--- src/design/l1d_pkg.sv ---
// Shared definitions for the L1 data cache
// Cache and memory geometry, the address union and the access size type

`default_nettype none

package l1d_pkg;

	localparam ADDR_WIDTH = 32;
	localparam LINE_BYTES = 16;
	localparam LINE_WORDS = 4;
	localparam LINE_BITS = 128;
	localparam OFFSET_WIDTH = 4;
	localparam L1D_SETS = 16;
	localparam SET_WIDTH = 4;
	localparam L1D_WAYS = 2;
	localparam TAG_WIDTH = 24;

	// Backing memory is 4 KB
	localparam MEM_LINES = 256;
	localparam FILL_LATENCY = 4;
	localparam FIFO_DEPTH = 4;

	typedef logic [LINE_BITS-1:0] line_t;
	typedef logic [31:0] word_t;

	typedef enum logic [1:0]
	{
		SIZE_BYTE,
		SIZE_HALF,
		SIZE_WORD
	} mem_size_t;

	// Raw word for the memory side, tag/set/offset for the lookup
	typedef union packed
	{
		logic [ADDR_WIDTH-1:0] raw;
		struct packed
		{
			logic [TAG_WIDTH-1:0] tag;
			logic [SET_WIDTH-1:0] set_idx;
			logic [OFFSET_WIDTH-1:0] offset;
		} fields;
	} l1d_addr_t;

endpackage

`default_nettype wire

--- src/design/l2_request_fifo.sv ---
// Request FIFO between the cache and the backing memory
// Circular buffer with read and write pointers and an entry count

`timescale 1ns/100ps
`default_nettype none

module l2_request_fifo(
	input wire clk,
	input wire reset,
	input wire push_valid,
	output logic push_ready,
	input wire push_store,
	input wire l1d_pkg::l1d_addr_t push_addr,
	input wire [l1d_pkg::LINE_BYTES-1:0] push_mask,
	input wire l1d_pkg::line_t push_data,
	output logic pop_valid,
	input wire pop_ready,
	output logic pop_store,
	output l1d_pkg::l1d_addr_t pop_addr,
	output logic [l1d_pkg::LINE_BYTES-1:0] pop_mask,
	output l1d_pkg::line_t pop_data);

	import l1d_pkg::*;

	logic store_mem[FIFO_DEPTH];
	logic [ADDR_WIDTH-1:0] addr_mem[FIFO_DEPTH];
	logic [LINE_BYTES-1:0] mask_mem[FIFO_DEPTH];
	line_t data_mem[FIFO_DEPTH];
	logic [$clog2(FIFO_DEPTH)-1:0] rd_ptr;
	logic [$clog2(FIFO_DEPTH)-1:0] wr_ptr;
	logic [$clog2(FIFO_DEPTH + 1)-1:0] count;
	logic push_go;
	logic pop_go;

	assign push_ready = count != FIFO_DEPTH;
	assign pop_valid = count != 0;
	assign push_go = push_valid && push_ready;
	assign pop_go = pop_valid && pop_ready;

	assign pop_store = store_mem[rd_ptr];
	assign pop_addr.raw = addr_mem[rd_ptr];
	assign pop_mask = mask_mem[rd_ptr];
	assign pop_data = data_mem[rd_ptr];

	// Depth is a power of two, so the pointers wrap on their own
	always_ff @(posedge clk, posedge reset)
	begin
		if (reset)
		begin
			rd_ptr <= '0;
			wr_ptr <= '0;
			count <= '0;
		end
		else
		begin
			if (push_go)
				wr_ptr <= wr_ptr + 1'b1;
			if (pop_go)
				rd_ptr <= rd_ptr + 1'b1;
			if (push_go && !pop_go)
				count <= count + 1'b1;
			else if (pop_go && !push_go)
				count <= count - 1'b1;
		end
	end

	always_ff @(posedge clk)
	begin
		if (push_go)
		begin
			store_mem[wr_ptr] <= push_store;
			addr_mem[wr_ptr] <= push_addr.raw;
			mask_mem[wr_ptr] <= push_mask;
			data_mem[wr_ptr] <= push_data;
		end
	end

endmodule

`default_nettype wire

--- config.mk ---
export PLATFORM = sky130hd
export DESIGN_NAME = l2_request_fifo
export DESIGN_NICKNAME = d
export VERILOG_FILES = /design/src/design/l1d_pkg.sv /design/src/design/l2_request_fifo.sv
export SDC_FILE = /design/constraint.sdc
export NUM_CORES = 1
export LEC_CHECK = 0
export ABC_AREA = 0
export BUFFER_PORTS_ARGS = -buffer_cell sky130_fd_sc_hd__buf_2
export CAP_MARGIN = 5
export CORE_ASPECT_RATIO = 1.5
export CORE_MARGIN = 10
export CORE_UTILIZATION = 35
export DETAILED_ROUTE_END_ITERATION = 10
export HOLD_SLACK_MARGIN = 0.15
export SLEW_MARGIN = 5
export SYNTH_ARGS = -nofsm -noshare
export SYNTH_HDL_FRONTEND = slang
export SYNTH_SLANG_ARGS = --single-unit
--- constraint.sdc ---
create_clock -name clk -period 6.25 [get_ports clk]
set_clock_uncertainty 0.1 [all_clocks]
set_input_delay 0.9375 -clock clk [delete_from_list [all_inputs] [get_ports clk]]
set_output_delay 0.9375 -clock clk [all_outputs]
set_load 0.01 [all_outputs]
==> results.txt <==
crit start category: register
gr usage total: 13.1%
routed wire length per instance: 23.2 um
Reg power frac: 43.7%
RePlAce Congestion: 0.699
Critical Path, Cell by Cell: buf_12 -> mux4_2 -> buf_2
Antenna Nets Post-Route: 0
Reg clk slew, reported paths: 0.06 ns
switching fraction of total power: 29.7%
#FFs+latches synth: 715
r2r worst-path depth: 4
FF-to-FF End: data_mem[3][34]
clock sinks: 715
initial antenna violation count: 22
hold endpoint: count[2]
CTS Buf Count: 71
Crit path arrival time: 2.88 ns
CTS Buffer Depth: 3
worst-margin pin slew: 1.01 ns
syn_area_per_cell: 27.0 um2
Area after DPL: 28,900 um2
RSZ-0062 raised after global routing: false
Finished Cell Area: 31,200 um2
Compound-Gate Fraction of Synth Area: 0.0434%
Pwr Density: 483 nW/um2
fin crit period: 3.92 ns
cts repair resizes: 0
critical path capture point type: primary output
starting DRC count in detailed routing: 687
CTS tree: yes
Fin Hold WS: 0.433 ns
synthesized area: 25,900 um2
layout cells sized above 1: 46.2%
mux contribution to synthesized area: 15.5%
outcome: complete, no violations
detailed-route DRC error count: 0
Post-Synth Adder-Cell Area: 0.318%
Worst VDD drop: 0.401 mV
max frequency: 255 MHz
P_int: 10.6 mW
slowest CP cell: buf_12
largest net degree at the start of global routing: 110
simple-gate area share of the yosys netlist: 0.198%
largest family of logic cells by synthesized area: multiplexers
Comb power frac: 28.6%
HP Class: register to register
Die ar.: 85,600 um2
Tcrit/Tclk final: 62.7%
Rows: 122
die width: 242 um
die height: 353 um
clock power share: 27.7%
placed insts: 2,286
YS warnings: 0
R2R Setup Slk: 3.44 ns
net switching power: 4.49 mW
Syn Nets: 1,148
area grow syn2layout: 20.3%
post-route setup TNS: 0 ns
Remaining Overflow, GRT: 0
first drt pass iteration count: 4
worst r2r src: count[0]
Required @ worst endpoint: 5.21 ns
MaxCap Viol Count: 0
Layout Cells excl Fill: 2,417
critical setup path kind: register to primary output
Util after Layout: 42.4%
port bufs: 359
IO Pins: 360
Distinct cells, synth: 18
largest stage delay on the critical path: 0.65 ns
Leak: 10.4 nW
Seq/Total Area, Yosys: 82.6%
via/cell ratio: 4.80
vias in the first global route: 12,800
crit path max fanout: 109
vias: 11,600
Final HPWL DP: 33.9 mm
Root Driver: clkbuf_16
Slew headroom: 32.6%
global-route wire length before repair: 85.0 mm
Worst-Skew Late Latency: 0.60 ns
H-Tree Depth: 3
Fin. Hold Viols: 0
Hold Path Origin: count[2]
Initial Util: 35.3%
Core Region: 73,600 um2
# setup viols final: 0
nets: 1,555
WHS Path Cells: 1
pins over their slew limit: 0
DRT Wirelength: 56.1 mm
Cells after Synth: 961
xor/xnor share of the synthesized area: 0.203%
power by group through the flow:
stage / sequential [mW] / clock, mW / combinational (mW)
CTS: 6.61 / 4.34 / 4.50
finish: 6.59 / 4.18 / 4.31
global route: 6.68 / 4.51 / 4.68
global placement: 6.65 / 0 / 4.48
floorplan: 6.73 / 0 / 2.81
detailed placement: 6.71 / 0 / 4.48
cells by family (layout without fill, tap and decap cells):
family | count (synthesis) | in the layout
fa+ha+maj | 6 | 6
other cells | 0 | 4
flops | 715 | 715
buf+inv | 44 | 504
mux | 179 | 179
simple gates | 10 | 10
xor+xnor | 6 | 6
compound gates | 1 | 1
worst max path at each step:
| stage | start | endpoint | slack, ns | cells past startpoint |
|---|---|---|---|---|
| floorplan | push_valid | addr_mem[2][0] | 0.31 | 2 |
| finish | rd_ptr[0] | pop_data[30] | 2.33 | 3 |
| CTS | rd_ptr[0] | pop_data[30] | 2.19 | 3 |
| global placement | rd_ptr[0] | pop_data[30] | 2.86 | 3 |
| global route | rd_ptr[0] | pop_data[30] | 2.08 | 3 |
| detailed placement | rd_ptr[0] | pop_data[30] | 2.87 | 3 |
cells in the mapped netlist:
cell,instances,share of area (%)
a21boi_2,1,0.043
and2_1,4,0.096
buf_2,20,0.39
buf_6,14,0.61
clkbuf_1,6,0.087
dfrtp_1,7,0.68
edfxtp_1,708,82
fa_1,1,0.077
ha_1,5,0.24
inv_1,4,0.058
mux2_2,2,0.087
mux4_2,177,15
nand2_1,2,0.029
nand3_1,1,0.019
nor2_1,2,0.029
or3_1,1,0.024
xnor2_1,4,0.14
xor2_1,2,0.068
layout make-up:
class                           count  area, um2
Fill cell                        6452      42400
Sequential cell                   715      21400
Multi-Input combinational cell    202       4220
Timing Repair Buffer              374       2000
Clock buffer                       88       1860
Tap cell                          992       1240
Clock inverter                     38        405
Inverter                            4       15.0
Antenna cell                        4       10.0
stage by stage:
step | setup slack [ns] | power, mW
2_1_floorplan | 0.308 | 9.54
3_3_place_gp | 2.86 | 11.1
3_5_place_dp | 2.87 | 11.2
4_1_cts | 2.19 | 15.4
5_1_grt | 2.08 | 15.9
6_report | 2.33 | 15.1
routing by layer:
metal,share of wire [%],track usage [%]
met3,7.1,4.51
met4,2.8,4.89
met2,51,22.0
met1,38,15.3
met5,0.29,0
sequential cells by signal, summed over array words and instances, names as in the netlist:
| register | flops |
|---|---|
| addr_mem | 128 |
| wr_ptr | 2 |
| count | 3 |
| data_mem | 512 |
| rd_ptr | 2 |
| store_mem | 4 |
| mask_mem | 64 |
critical path: cells and delay by family, from the launching register on:
family | cells | cell delay, ns
buf+inv | 2 | 0.82
mux | 1 | 0.64
flops | 1 | 0.62
repair_timing:
action | 4_1_cts | 5_1_grt
buffers inserted | 0 | 0
hold endpoints to repair | 7 | 0
hold buffers | 1 | 0
cells in the final DEF (no fill, tap or decap):
master	Yosys	routed
diode_2	0	4
nand3_1	1	1
or3_1	1	1
buf_12	0	7
mux4_2	177	177
edfxtp_1	708	708
clkbuf_1	6	16
clkinv_2	0	7
clkinv_4	0	3
ha_1	5	5
bufinv_16	0	6
a21boi_2	1	1
nor2_1	2	2
buf_2	20	359
dfrtp_1	7	5
inv_6	0	4
xnor2_1	4	4
nand2_1	2	2
dlygate4sd3_1	0	1
clkinv_1	0	12
xor2_1	2	2
inv_16	0	1
dfrtp_4	0	2
and2_4	0	4
clkinvlp_4	0	2
inv_1	4	4
mux2_2	2	2
clkbuf_16	0	72
buf_4	0	7
clkinv_8	0	3
fa_1	1	1
No activity file was read; power rests on OpenSTA's default activity.
