==> config.mk <==
export PLATFORM = sky130hd
export DESIGN_NAME = dcache_tag_stage
export DESIGN_NICKNAME = d
export VERILOG_FILES = /design/src/design/l1d_pkg.sv /design/src/design/dcache_tag_stage.sv
export SDC_FILE = /design/constraint.sdc
export NUM_CORES = 1
export LEC_CHECK = 0
export CORE_MARGIN = 2
export CORE_UTILIZATION = 40
export CTS_BUF_LIST = sky130_fd_sc_hd__clkbuf_8
export DETAILED_ROUTE_END_ITERATION = 7
export DONT_BUFFER_PORTS = 1
export SLEW_MARGIN = 20
export SYNTH_ARGS = -nofsm -noshare
export SYNTH_HDL_FRONTEND = slang
export SYNTH_SLANG_ARGS = --single-unit
==> constraint.sdc <==
create_clock -name clk -period 3.8 [get_ports clk]
set_input_delay 0.76 -clock clk [delete_from_list [all_inputs] [get_ports clk]]
set_output_delay 0.76 -clock clk [all_outputs]
set_load 0.01 [all_outputs]
==> src/design/l1d_pkg.sv <==
// Shared definitions for the L1 data cache
// Cache and memory geometry, the address union and the access size type

`default_nettype none

package l1d_pkg;

	localparam ADDR_WIDTH = 32;
	localparam LINE_BYTES = 16;
	localparam LINE_WORDS = 4;
	localparam LINE_BITS = 128;
	localparam OFFSET_WIDTH = 4;
	localparam L1D_SETS = 16;
	localparam SET_WIDTH = 4;
	localparam L1D_WAYS = 2;
	localparam TAG_WIDTH = 24;

	// Backing memory is 4 KB
	localparam MEM_LINES = 256;
	localparam FILL_LATENCY = 4;
	localparam FIFO_DEPTH = 4;

	typedef logic [LINE_BITS-1:0] line_t;
	typedef logic [31:0] word_t;

	typedef enum logic [1:0]
	{
		SIZE_BYTE,
		SIZE_HALF,
		SIZE_WORD
	} mem_size_t;

	// Raw word for the memory side, tag/set/offset for the lookup
	typedef union packed
	{
		logic [ADDR_WIDTH-1:0] raw;
		struct packed
		{
			logic [TAG_WIDTH-1:0] tag;
			logic [SET_WIDTH-1:0] set_idx;
			logic [OFFSET_WIDTH-1:0] offset;
		} fields;
	} l1d_addr_t;

endpackage

`default_nettype wire

==> src/design/dcache_tag_stage.sv <==
// L1 data cache tag stage
// Request register, per-set valid/tag/LRU state and fill victim choice

`timescale 1ns/100ps
`default_nettype none

module dcache_tag_stage(
	input wire clk,
	input wire reset,
	input wire req_valid,
	output logic req_ready,
	input wire req_store,
	input wire l1d_pkg::mem_size_t req_size,
	input wire l1d_pkg::l1d_addr_t req_addr,
	input wire l1d_pkg::word_t req_data,
	input wire stall,
	output logic lookup_valid,
	output logic lookup_store,
	output l1d_pkg::mem_size_t lookup_size,
	output l1d_pkg::l1d_addr_t lookup_addr,
	output l1d_pkg::word_t lookup_data,
	output logic [l1d_pkg::L1D_WAYS-1:0] lookup_tag_valid,
	output logic [l1d_pkg::L1D_WAYS-1:0][l1d_pkg::TAG_WIDTH-1:0] lookup_tag,
	input wire lru_update_en,
	input wire lru_update_way,
	input wire fill_valid,
	input wire l1d_pkg::l1d_addr_t fill_addr,
	output logic fill_way);

	import l1d_pkg::*;

	logic [L1D_SETS-1:0][L1D_WAYS-1:0] valid_bits;
	logic [TAG_WIDTH-1:0] tags[L1D_SETS][L1D_WAYS];
	logic [L1D_SETS-1:0] lru;
	logic [SET_WIDTH-1:0] lookup_set;
	logic [SET_WIDTH-1:0] fill_set;

	assign req_ready = !stall;
	assign lookup_set = lookup_addr.fields.set_idx;
	assign fill_set = fill_addr.fields.set_idx;

	// Tags of the held request, read straight from the arrays
	always_comb
	begin
		lookup_tag_valid = valid_bits[lookup_set];
		for (int w = 0; w < L1D_WAYS; w++)
			lookup_tag[w] = tags[lookup_set][w];
	end

	// Victim is the first empty way, else the one LRU names
	always_comb
	begin
		if (!valid_bits[fill_set][0])
			fill_way = 1'b0;
		else if (!valid_bits[fill_set][1])
			fill_way = 1'b1;
		else
			fill_way = lru[fill_set];
	end

	always_ff @(posedge clk, posedge reset)
	begin
		if (reset)
		begin
			lookup_valid <= 1'b0;
			valid_bits <= '0;
			lru <= '0;
		end
		else
		begin
			if (!stall)
				lookup_valid <= req_valid;

			if (fill_valid)
				valid_bits[fill_set][fill_way] <= 1'b1;

			// Point away from the way just used
			if (lru_update_en)
				lru[lookup_set] <= !lru_update_way;
		end
	end

	always_ff @(posedge clk)
	begin
		if (!stall)
		begin
			lookup_store <= req_store;
			lookup_size <= req_size;
			lookup_addr <= req_addr;
			lookup_data <= req_data;
		end

		if (fill_valid)
			tags[fill_set][fill_way] <= fill_addr.fields.tag;
	end

endmodule

`default_nettype wire

==> results by group <==
Clock tree
  – CTS HTree Levels: 4
  – Clock buffer depth: 3
  – # clock sinks: 888
  – Clock root cell: clkbuf_8
  – CTS tree: yes
  – Clock Pin Slew Worst Setup and Hold Paths: 0.07 ns
  – Cts bufs inserted: 142
  – Skew-Pair Late Insertion Delay: 0.80 ns

Synth
  – Ys flop type: edfxtp_1
  – Yosys warning count: 0
  – Post-Syn Nets: 1485
  – Most common cell in the netlist: edfxtp_1
  – Sequential share of the synthesized area: 0.7856
  – Post-synth top area share: 0.7467
  – Mapped Cells: 1379
  – Flops & latches, synth: 888
  – Post-Syn Area per Cell: 24.35 sq um
  – Synth top cells by count: 835 x edfxtp_1, 262 x mux4_2, 49 x dfrtp_1
  – Dominant cell type by area after synthesis: edfxtp_1
  – Synth area leaders: edfxtp_1 75%, mux4_2 18%, dfrtp_1 3.7%, o21bai_1 0.72%, clkbuf_1 0.41%
  – Post-synthesis cell area: 33580 sq um
  – Async SR Flop Fraction: 0.05518
  – EDFF count, synth: 835
  – Count of cell types in the netlist: 34

Route
  – DR pass1 iterations: 5
  – Drt initial violations: 1408
  – Drt wl/cell: 28.09 um
  – WL final: 78.88 mm
  – Vias per cell: 5.527
  – Drt drc: 0
  – Antenna-violating nets left: 0
  – Vias: 15521

Floorplanning
  – Core Area: 83420 sq um
  – Die width: 293.7 um
  – Initial Utilization: 0.4025
  – I/O pin total: 226
  – Die Height: 293.7 um
  – Core Rows: 106
  – Die area: 86280 sq um

Global routing
  – Remaining Overflow, GRT: 0
  – Vias in the first global route: 16700
  – Total track usage: 0.1855
  – Largest net degree at the start of global routing: 82
  – Global-route wire length before repair: 113.0 mm
  – Initial antenna violation count: 3

Power
  – Combinational power share: 0.091
  – Total net switching power: 0.004946 W
  – Clock power frac: 0.362
  – Internal: 0.01578 W
  – Power share of the sequential group: 0.547
  – Pwr Density: 527.5 nW/um^2
  – Leak Pwr: 12.52 nW
  – Switching Share: 0.2387
  – Worst IR Drop VDD: 0.0003644 V

Critical path
  – CP top delay family: buffers and inverters
  – CP required: 3.04 ns
  – Worst path arrival time: 2.82 ns
  – Largest stage delay, worst path: 0.49 ns
  – Critical path endpoint category: output port
  – Type of origin of the critical path: register
  – Kind of critical path: register to output port
  – Worst path buffer plus inverter count: 2
  – Worst-path fanout max: 17
  – Critical-path cell list: mux4_2 > a22o_1 > nor2_1 > o21ai_4 > inv_4 > buf_4
  – Slowest CP cell: mux4_2

STA
  – Rel. slew slack: 0.3007
  – Clk_skew: 0.04563 ns
  – Final worst setup slack: 0.2220 ns
  – Minimum clock period: 3.578 ns
  – Slew Limit Fails: 0
  – Setup violations, final: 0
  – Setup TNS: 0 ns
  – RSZ-0062 raised after global routing: no
  – Hold Violations, Final: 0
  – FMAX: 0.2795 GHz
  – Final Cycle Share: 0.9416
  – Slew at the pin closest to its max-slew limit: 1.045 ns

Place
  – DP Worst Slack: 0.6512 ns
  – Routability cong.: 0.7602
  – HPWL after detailed placement: 38.71 mm
  – Port buffer count: 0

Finish
  – Nets: 1725
  – Layout Utilization: 0.4709
  – Fraction of layout cells with a size suffix above 1: 0.3158
  – Area growth from synthesis to layout: 16.99%

Hold path
  – Min-Delay Path Class: primary input to asynchronous set/reset pin

Job
  – Maxcap violations: 0

Status
  – Status: finished clean
==> layer usage <==
layer  track usage  part of all wire  routed length, um
met1        0.2361              0.39              30500
met5             0                 0                  0
met2        0.3013              0.51              39840
met4       0.07491             0.032               2493
met3       0.05279             0.077               6050
==> final cells by class <==
class                   instances  area [sq um]
well taps                    1080          1351
clock buffers                 145          1996
repair buffers                166          1892
fillers                      6670         44140
clock inverters               106         601.8
multi-input cells             418          7027
flip-flops and latches        888         26400
diodes                          2         5.005
inverters                       3         15.01
==> cells by family (layout without fill, tap and decap cells) <==
| family | count (synthesis) | after routing | synth area share |
|---|---|---|---|
| muxes | 267 | 267 | 0.1774 |
| buffers and inverters | 73 | 420 | 0.01025 |
| DFF | 888 | 888 | 0.7856 |
| other | 0 | 2 | 0 |
| and+or+nand+nor | 88 | 88 | 0.01375 |
| AOI/OAI and AO/OA | 63 | 63 | 0.01297 |
==> worst paths after layout <==
check / startpoint / endpoint / slack [ns] / cells past startpoint
worst max-delay path: valid_bits[7] / fill_way / 0.22 / 6
worst min-delay path: reset / valid_bits[26] / 0.002 / 1
worst max register to register: valid_bits[6] / tags[1][33] / 1.05 / 7
worst min register to register: lru[14] / lru[14] / 0.49 / 2
max in group asynchronous: reset / valid_bits[13] / 3.27 / 1
min in group clk: fill_addr[8] / tags[7][24] / 0.09 / 0
==> registers in the layout, summed over array words and instances (netlist names), named ones only <==
| name | flops |
|---|---|
| lru | 16 |
| lookup_data | 32 |
| lookup_valid | 1 |
| lookup_size | 2 |
| valid_bits | 32 |
| tags | 768 |
| lookup_addr | 32 |
| lookup_store | 1 |
==> repair_timing <==
action	4_1_cts	5_1_grt
setup endpoints to repair	21	2
setup buffers	3	2
hold endpoints to repair	522	0
hold buffers	109	0
resized for setup	0	0
==> cell usage in the layout, fill, tap and decap left out, drive strengths merged, types with 2 or more instances in the layout <==
cell / count
edfxtp: 835
a21oi: 12
nor2: 43
o21ai: 5
diode: 2
bufinv: 3
clkinvlp: 3
clkinv: 48
inv: 55
o21bai: 32
nand2: 20
dfxtp: 4
clkbuf: 145
a31oi: 7
mux2: 5
and3b: 2
a22oi: 4
and2: 2
dlygate4sd3: 107
mux4: 262
and3: 2
buf: 59
nand3: 7
nor2b: 8
dfrtp: 49
a22o: 2
==> metrics by stage <==
stage          power, W  instances  cell area (sq um)  hold WS [ns]
2_1_floorplan   0.01272       1379              33580        0.4446
3_3_place_gp    0.01320       2441              35540        0.4705
3_5_place_dp    0.01325       2441              35540        0.4777
4_1_cts         0.02099       2804              39280     0.0002633
5_1_grt         0.02157       2808              39280       0.01337
6_report        0.02072       2808              39280      0.002033
==> worst reg2reg max path, stage by stage, from the launching register on <==
cell     delay (ns)
dfrtp_1        0.40
mux4_2         0.50
a22oi_1        0.22
nand2_2        0.25
o21ai_4        0.15
inv_4          0.19
nor2_4         0.17
buf_4          0.45
==> power groups by stage <==
| stage | Combinational (W) | Clock (W) | Sequential, W |
|---|---|---|---|
| after floorplan | 0.00130 | 0 | 0.0114 |
| after global placement | 0.00168 | 0 | 0.0115 |
| after detailed placement | 0.00170 | 0 | 0.0115 |
| after CTS | 0.00191 | 0.00774 | 0.0113 |
| after global routing | 0.00202 | 0.00818 | 0.0114 |
| final | 0.00188 | 0.00751 | 0.0113 |
(Power assumes the default switching activity.)
