<file path="src/design/l1d_pkg.sv">
// Shared definitions for the L1 data cache
// Cache and memory geometry, the address union and the access size type

`default_nettype none

package l1d_pkg;

	localparam ADDR_WIDTH = 32;
	localparam LINE_BYTES = 16;
	localparam LINE_WORDS = 4;
	localparam LINE_BITS = 128;
	localparam OFFSET_WIDTH = 4;
	localparam L1D_SETS = 16;
	localparam SET_WIDTH = 4;
	localparam L1D_WAYS = 2;
	localparam TAG_WIDTH = 24;

	// Backing memory is 4 KB
	localparam MEM_LINES = 256;
	localparam FILL_LATENCY = 4;
	localparam FIFO_DEPTH = 4;

	typedef logic [LINE_BITS-1:0] line_t;
	typedef logic [31:0] word_t;

	typedef enum logic [1:0]
	{
		SIZE_BYTE,
		SIZE_HALF,
		SIZE_WORD
	} mem_size_t;

	// Raw word for the memory side, tag/set/offset for the lookup
	typedef union packed
	{
		logic [ADDR_WIDTH-1:0] raw;
		struct packed
		{
			logic [TAG_WIDTH-1:0] tag;
			logic [SET_WIDTH-1:0] set_idx;
			logic [OFFSET_WIDTH-1:0] offset;
		} fields;
	} l1d_addr_t;

endpackage

`default_nettype wire

</file>
<file path="src/design/sram_1r1w.sv">
// Line-wide RAM, one registered read port and one byte-enabled write port
// Same-address read and write in one cycle returns the old data

`timescale 1ns/100ps
`default_nettype none

module sram_1r1w #(
	parameter DATA_WIDTH = l1d_pkg::LINE_BITS,
	parameter SIZE = l1d_pkg::L1D_WAYS * l1d_pkg::L1D_SETS,
	parameter ADDR_BITS = $clog2(SIZE)
)(
	input wire clk,
	input wire read_en,
	input wire [ADDR_BITS-1:0] read_addr,
	output logic [DATA_WIDTH-1:0] read_data,
	input wire write_en,
	input wire [ADDR_BITS-1:0] write_addr,
	input wire [DATA_WIDTH/8-1:0] write_byte_en,
	input wire [DATA_WIDTH-1:0] write_data);

	logic [DATA_WIDTH-1:0] data_mem[SIZE];

	always_ff @(posedge clk)
	begin
		// Enable bit i covers data bits i*8 upward
		if (write_en)
		begin
			for (int i = 0; i < DATA_WIDTH / 8; i++)
			begin
				if (write_byte_en[i])
					data_mem[write_addr][i * 8 +: 8] <= write_data[i * 8 +: 8];
			end
		end

		if (read_en)
			read_data <= data_mem[read_addr];
	end

endmodule

`default_nettype wire

</file>
<file path="src/design/dcache_data_stage.sv">
// L1 data cache data stage
// Hit detection, big-endian store alignment, data RAM control,
// blocking miss handling and the load response

`timescale 1ns/100ps
`default_nettype none

module dcache_data_stage(
	input wire clk,
	input wire reset,
	input wire lookup_valid,
	input wire lookup_store,
	input wire l1d_pkg::mem_size_t lookup_size,
	input wire l1d_pkg::l1d_addr_t lookup_addr,
	input wire l1d_pkg::word_t lookup_data,
	input wire [l1d_pkg::L1D_WAYS-1:0] lookup_tag_valid,
	input wire [l1d_pkg::L1D_WAYS-1:0][l1d_pkg::TAG_WIDTH-1:0] lookup_tag,
	output logic stall,
	output logic lru_update_en,
	output logic lru_update_way,
	output logic mreq_valid,
	input wire mreq_ready,
	output logic mreq_store,
	output l1d_pkg::l1d_addr_t mreq_addr,
	output logic [l1d_pkg::LINE_BYTES-1:0] mreq_mask,
	output l1d_pkg::line_t mreq_data,
	input wire fill_valid,
	input wire l1d_pkg::line_t fill_data,
	input wire fill_way,
	output logic resp_valid,
	output l1d_pkg::word_t resp_data,
	output logic perf_hit,
	output logic perf_miss);

	import l1d_pkg::*;

	logic [L1D_WAYS-1:0] way_hit_oh;
	logic hit_way;
	logic cache_hit;
	logic load_req;
	logic store_req;
	logic load_hit;
	logic miss_push;
	logic store_go;
	logic waiting;
	logic settle;
	logic retry;
	logic [LINE_BYTES-1:0] store_mask;
	line_t store_data;
	logic sram_write_en;
	logic [SET_WIDTH:0] sram_write_addr;
	logic [LINE_BYTES-1:0] sram_byte_en;
	line_t sram_write_data;
	line_t sram_read_data;
	logic load_hit_q;
	logic [$clog2(LINE_WORDS)-1:0] word_idx_q;

	// Compare the request tag against every valid way
	always_comb
	begin
		hit_way = 1'b0;
		for (int w = 0; w < L1D_WAYS; w++)
		begin
			way_hit_oh[w] = lookup_tag_valid[w] && lookup_tag[w] == lookup_addr.fields.tag;
			if (way_hit_oh[w])
				hit_way = 1'(w);
		end
	end

	assign cache_hit = |way_hit_oh;
	assign load_req = lookup_valid && !lookup_store;
	assign store_req = lookup_valid && lookup_store;
	assign load_hit = load_req && cache_hit && !waiting && !settle;
	assign miss_push = load_req && !cache_hit && !waiting && !settle;
	assign store_go = store_req && mreq_ready;

	// Byte 0 of the line sits in the top mask bit and bits 127:120
	always_comb
	begin
		case (lookup_size)
			SIZE_BYTE:
			begin
				store_mask = {1'b1, {(LINE_BYTES - 1){1'b0}}} >> lookup_addr.fields.offset;
				store_data = {LINE_BYTES{lookup_data[7:0]}};
			end

			SIZE_HALF:
			begin
				store_mask = {2'b11, {(LINE_BYTES - 2){1'b0}}} >> lookup_addr.fields.offset;
				store_data = {(LINE_BYTES / 2){lookup_data[15:0]}};
			end

			default:
			begin
				store_mask = {4'hf, {(LINE_BYTES - 4){1'b0}}} >> lookup_addr.fields.offset;
				store_data = {LINE_WORDS{lookup_data}};
			end
		endcase
	end

	// Stores always go out, misses push a single line read
	assign mreq_valid = store_req || miss_push;
	assign mreq_store = lookup_store;
	assign mreq_addr = lookup_addr;
	assign mreq_mask = store_mask;
	assign mreq_data = store_data;

	assign stall = waiting || settle || (load_req && !cache_hit) || (store_req && !mreq_ready);

	assign lru_update_en = load_hit || (store_go && cache_hit);
	assign lru_update_way = hit_way;

	assign perf_hit = load_hit && !retry;
	assign perf_miss = miss_push && mreq_ready;

	// A fill only lands while the missing load waits, so its set is the lookup set
	always_comb
	begin
		if (fill_valid)
		begin
			sram_write_en = 1'b1;
			sram_write_addr = {fill_way, lookup_addr.fields.set_idx};
			sram_byte_en = '1;
			sram_write_data = fill_data;
		end
		else
		begin
			sram_write_en = store_go && cache_hit;
			sram_write_addr = {hit_way, lookup_addr.fields.set_idx};
			sram_byte_en = store_mask;
			sram_write_data = store_data;
		end
	end

	sram_1r1w #(
		.DATA_WIDTH(LINE_BITS),
		.SIZE(L1D_WAYS * L1D_SETS)
	) l1d_data(
		.clk(clk),
		.read_en(load_hit),
		.read_addr({hit_way, lookup_addr.fields.set_idx}),
		.read_data(sram_read_data),
		.write_en(sram_write_en),
		.write_addr(sram_write_addr),
		.write_byte_en(sram_byte_en),
		.write_data(sram_write_data));

	always_ff @(posedge clk, posedge reset)
	begin
		if (reset)
		begin
			waiting <= 1'b0;
			settle <= 1'b0;
			retry <= 1'b0;
			load_hit_q <= 1'b0;
			resp_valid <= 1'b0;
		end
		else
		begin
			if (miss_push && mreq_ready)
				waiting <= 1'b1;
			else if (fill_valid)
				waiting <= 1'b0;

			// One extra stall cycle after the fill
			settle <= waiting && fill_valid;

			// Marks the replay so it does not count again
			if (waiting && fill_valid)
				retry <= 1'b1;
			else if (!stall)
				retry <= 1'b0;

			load_hit_q <= load_hit;
			resp_valid <= load_hit_q;
		end
	end

	// Word 0 of the line is the top 32 bits
	always_ff @(posedge clk)
	begin
		word_idx_q <= lookup_addr.fields.offset[OFFSET_WIDTH-1:2];
		if (load_hit_q)
			resp_data <= sram_read_data[(LINE_WORDS - 1 - word_idx_q) * 32 +: 32];
	end

endmodule

`default_nettype wire

</file>
<file path="config.mk">
export PLATFORM = sky130hd
export DESIGN_NAME = dcache_data_stage
export DESIGN_NICKNAME = d
export VERILOG_FILES = /design/src/design/l1d_pkg.sv /design/src/design/sram_1r1w.sv /design/src/design/dcache_data_stage.sv
export SDC_FILE = /design/constraint.sdc
export NUM_CORES = 2
export LEC_CHECK = 0
export BUFFER_PORTS_ARGS = -buffer_cell sky130_fd_sc_hd__buf_4
export CAP_MARGIN = 20
export CORE_ASPECT_RATIO = 1.4
export CORE_MARGIN = 2
export CORE_UTILIZATION = 40
export CTS_CLUSTER_SIZE = 25
export DETAILED_ROUTE_END_ITERATION = 8
export GPL_TIMING_DRIVEN = 0
export SKIP_CTS_REPAIR_TIMING = 1
export SLEW_MARGIN = 25
export SYNTH_ARGS = -nofsm -noshare
export SYNTH_HDL_FRONTEND = slang
export SYNTH_SLANG_ARGS = --single-unit
</file>
<file path="constraint.sdc">
create_clock -name clk -period 6.36 [get_ports clk]
set_clock_uncertainty 0.1 [all_clocks]
set_input_delay 1.908 -clock clk [delete_from_list [all_inputs] [get_ports clk]]
set_output_delay 1.908 -clock clk [all_outputs]
set_load 0.01 [all_outputs]
</file>
==> summary.md <==
| Metric | Value |
|---|---|
| Max-slew headroom | between 9 and 10% |
| GRT Util Overall | between 20% and 30% |
| Crit path max-delay cell type | a21oi_4 |
| Max Fclk | between 150 and 200 MHz |
| DP Cell Count | 13,770 |
| Post-Route Utilization | a little under half |
| Pwr Density | around 300 nW/um^2 |
| Core area | between 400,000 and 500,000 um^2 |
| GRT met2 Usage | ~44% |
| Fraction of layout cells with a size suffix above 1 | 38.8% |
| Clock Pin Slew Worst Setup and Hold Paths | ~0.07 ns |
| Die area | approximately 430,000 um^2 |
| Initial antenna violation count | about 120 |
| Max-cap violations | 0 |
| # DRC | 0 |
| CP Launch Type | input port |
| Dpl hpwl | between 400 and 500 mm |
| Final period utilization | 101% |
| Vias per inst | 6.08 |
| Crit Path Category | in2out |
| Cells after Synth | approximately 7,600 |
| Worst stage delay on the critical path | 0.51 ns |
| Seq/Total Area, Yosys | between 70% and 80% |
| Area after DPL | about 180,000 um^2 |
| Vias | between 80,000 and 90,000 |
| WL final | 610 mm |
| Ys async rst share | less than 1% |
| Die Ht | 772 um |
| Synth-to-Final Area Change | 17.1% |
| Commonest cells after routing, fill and taps aside | edfxtp_1, mux4_2, buf_4 |
| I/O Pins | between 400 and 500 |
| Hold Crit Class | reg2reg |
| Synthesized area | 168,000 um^2 |
| Initial Utilization | between 40% and 50% |
| Nets@finish | just under 9,000 |
| Final instance area | 197,000 um^2 |
| Hold Fails Final Rpt | 0 |
| Cts bufs inserted | 391 |
| Largest net degree at the start of global routing | 33 |
| Wire per inst | 41.7 um |
| Most frequent CP cell | buf_12 |
| Crit-path cells | buf_4 -> xnor2_1 -> nand4_1 -> buf_4 -> nor4_4 -> buf_12 -> nand2_8 -> buf_12 -> clkinvlp_4 -> buf_12 -> o21ai_4 -> a21oi_4 -> buf_6 |
| Worst Path Arrival | 4.43 ns |
| Worst Path Required | roughly 4.4 ns |
| Outcome | finished, violations left |
| GRT met3 Usage | approximately 9.6% |
| Synth Net Count | ~7,900 |
| CP Capture Type | primary output |
| Latest clock arrival within the worst-skew pair | 1.00 ns |
| Sink Count | roughly 4,300 |
| Most crowded layer after global routing | met2 |
| Final worst slack | -0.0794 ns |
| R2r startpoint | word_idx_q[0] |
| CTS root buffer | clkbuf_16 |
| Syn avg cell area | about 22 um^2 |
| Synth top area share | between 70% and 80% |
| Total power | between 60 and 70 mW |
| Met1 Usage GRT | 32.1% |
| Top post-synthesis cells by area | edfxtp_1, mux4_2, mux2_2 |
| Static leakage | approximately 63 nW |
| Actual slew at the worst max-slew pin | approximately 1.4 ns |
| H-tree Lvls | 5 |
| Post-synth EDFFs | 4,256 |
| 1st-pass router iterations | 6 |
| TNS Setup | -0.118 ns |
| # setup viols final | 3 |
| Max-slew violation count | 0 |
| Die W | between 500 and 600 um |
| FF+latch count, synth | 4,263 |
| Peak supply drop | around 220 uV |
| Top delay family on crit path | buffers and inverters |
| RSZ-0062 raised after global routing | true |
| Num rows | 281 |
| Port Buffers | between 400 and 500 |
| CTS Buffer Depth | 4 |
| Vias in the first global route | 87,506 |
| CP startpoint | lookup_addr[14] |
| Global-route wire length before repair | between 700 and 800 mm |
| Most common cell after layout, fill and taps aside | edfxtp_1 |
| Failing checks | setup timing |
| FF+latch area | roughly 130,000 um^2 |
| Post-synth cell types | between 40 and 50 |
| Synth area leader | edfxtp_1 |
| Minimum clock period | 6.44 ns |
| GP Congestion | 0.987 |
| CP max FO | 4 |
| Area of the multi-input gates | slightly below 40,000 um^2 |
| Fillers | 34,175 |
| Synth Warn # | 0 |
| Iter 0 DRT Violations | approximately 14,000 |
| Prevailing post-synth register cell | edfxtp_1 |
| Grt total ovfl | 0 |
| CTS tree | done |
| Hold Crit Start | retry |
| Worst path buffer plus inverter count | 7 |
| Non-Filler Instances | about 15,000 |
| Antenna-violating nets left | 0 |
==> cell usage after synthesis, drive strengths merged (2+ instances only) <==
cell	instances
edfxtp	4256
mux4	1170
nor2	548
mux2	473
buf	336
clkbuf	256
nand2	95
inv	71
a21oi	66
a211oi	57
a21boi	56
xnor2	38
a21o	32
nor4	22
nand3	21
nand3b	16
nand4	14
and2	13
o21ai	13
nor3	12
xor2	11
mux2i	10
a31oi	9
a41oi	7
dfrtp	5
nor2b	5
or3	4
o22ai	3
dfxtp	2
nand2b	2
or2	2
or4	2
==> sequential cells by signal, summed over array words and instances, names as in the netlist <==
signal	count
load_hit_q	1
retry	1
resp_valid	1
waiting	1
resp_data	32
word_idx_q	2
settle	1
l1d_data.data_mem	4096
l1d_data.read_data	128
==> logic make-up after synthesis <==
logic type	share of synthesized area, %
buffers and inverters	1.91
AND/OR/NAND/NOR	1.94
multiplexers	18.9
flip-flops	76.0
AO/OA/AOI/OAI	1.01
XOR/XNOR	0.255
==> metal layers <==
| metal | up-vias | wire length [um] |
|---|---|---|
| met5 | - | 401 |
| met4 | 48 | 50200 |
| met3 | 1446 | 76500 |
| met2 | 6266 | 286000 |
| met1 | 47179 | 197000 |
| li1 | 33813 | - |
==> cell type report <==
class / count / share of cell area [%]
diodes: 114 / 0.145
plain buffers: 590 / 1.61
clock buffers: 455 / 5.12
clock inverters: 255 / 1.32
inverters: 71 / 0.137
multi-input cells: 2712 / 19.6
flip-flops and latches: 4263 / 64.9
well taps: 5518 / 3.50
repair buffers: 630 / 3.69
==> power by group <==
part / switching (mW) / internal (mW)
logic: 3.19 / 1.68
clock network: 10.7 / 13.3
registers: 0.0789 / 31.6
==> through the flow <==
stage,hold slack (ns),setup slack [ns]
2_1_floorplan,0.384,0.536
3_3_place_gp,0.396,-4.44
3_5_place_dp,0.412,-2.63
4_1_cts,0.426,-2.63
5_1_grt,0.519,-0.0290
6_report,0.531,-0.0794
==> worst paths after layout <==
| path | end | slack, ns | cells past startpoint |
|---|---|---|---|
| worst max-delay path | lru_update_en | -0.08 | 13 |
| worst min-delay path | retry | 0.53 | 1 |
| worst max register to register | resp_data[26] | 3.84 | 3 |
| worst min register to register | retry | 0.53 | 1 |
| max in group asynchronous | load_hit_q | 4.81 | 2 |
| min in group asynchronous | settle | 0.93 | 2 |
Note: power is estimated with default switching activity, not from simulation.
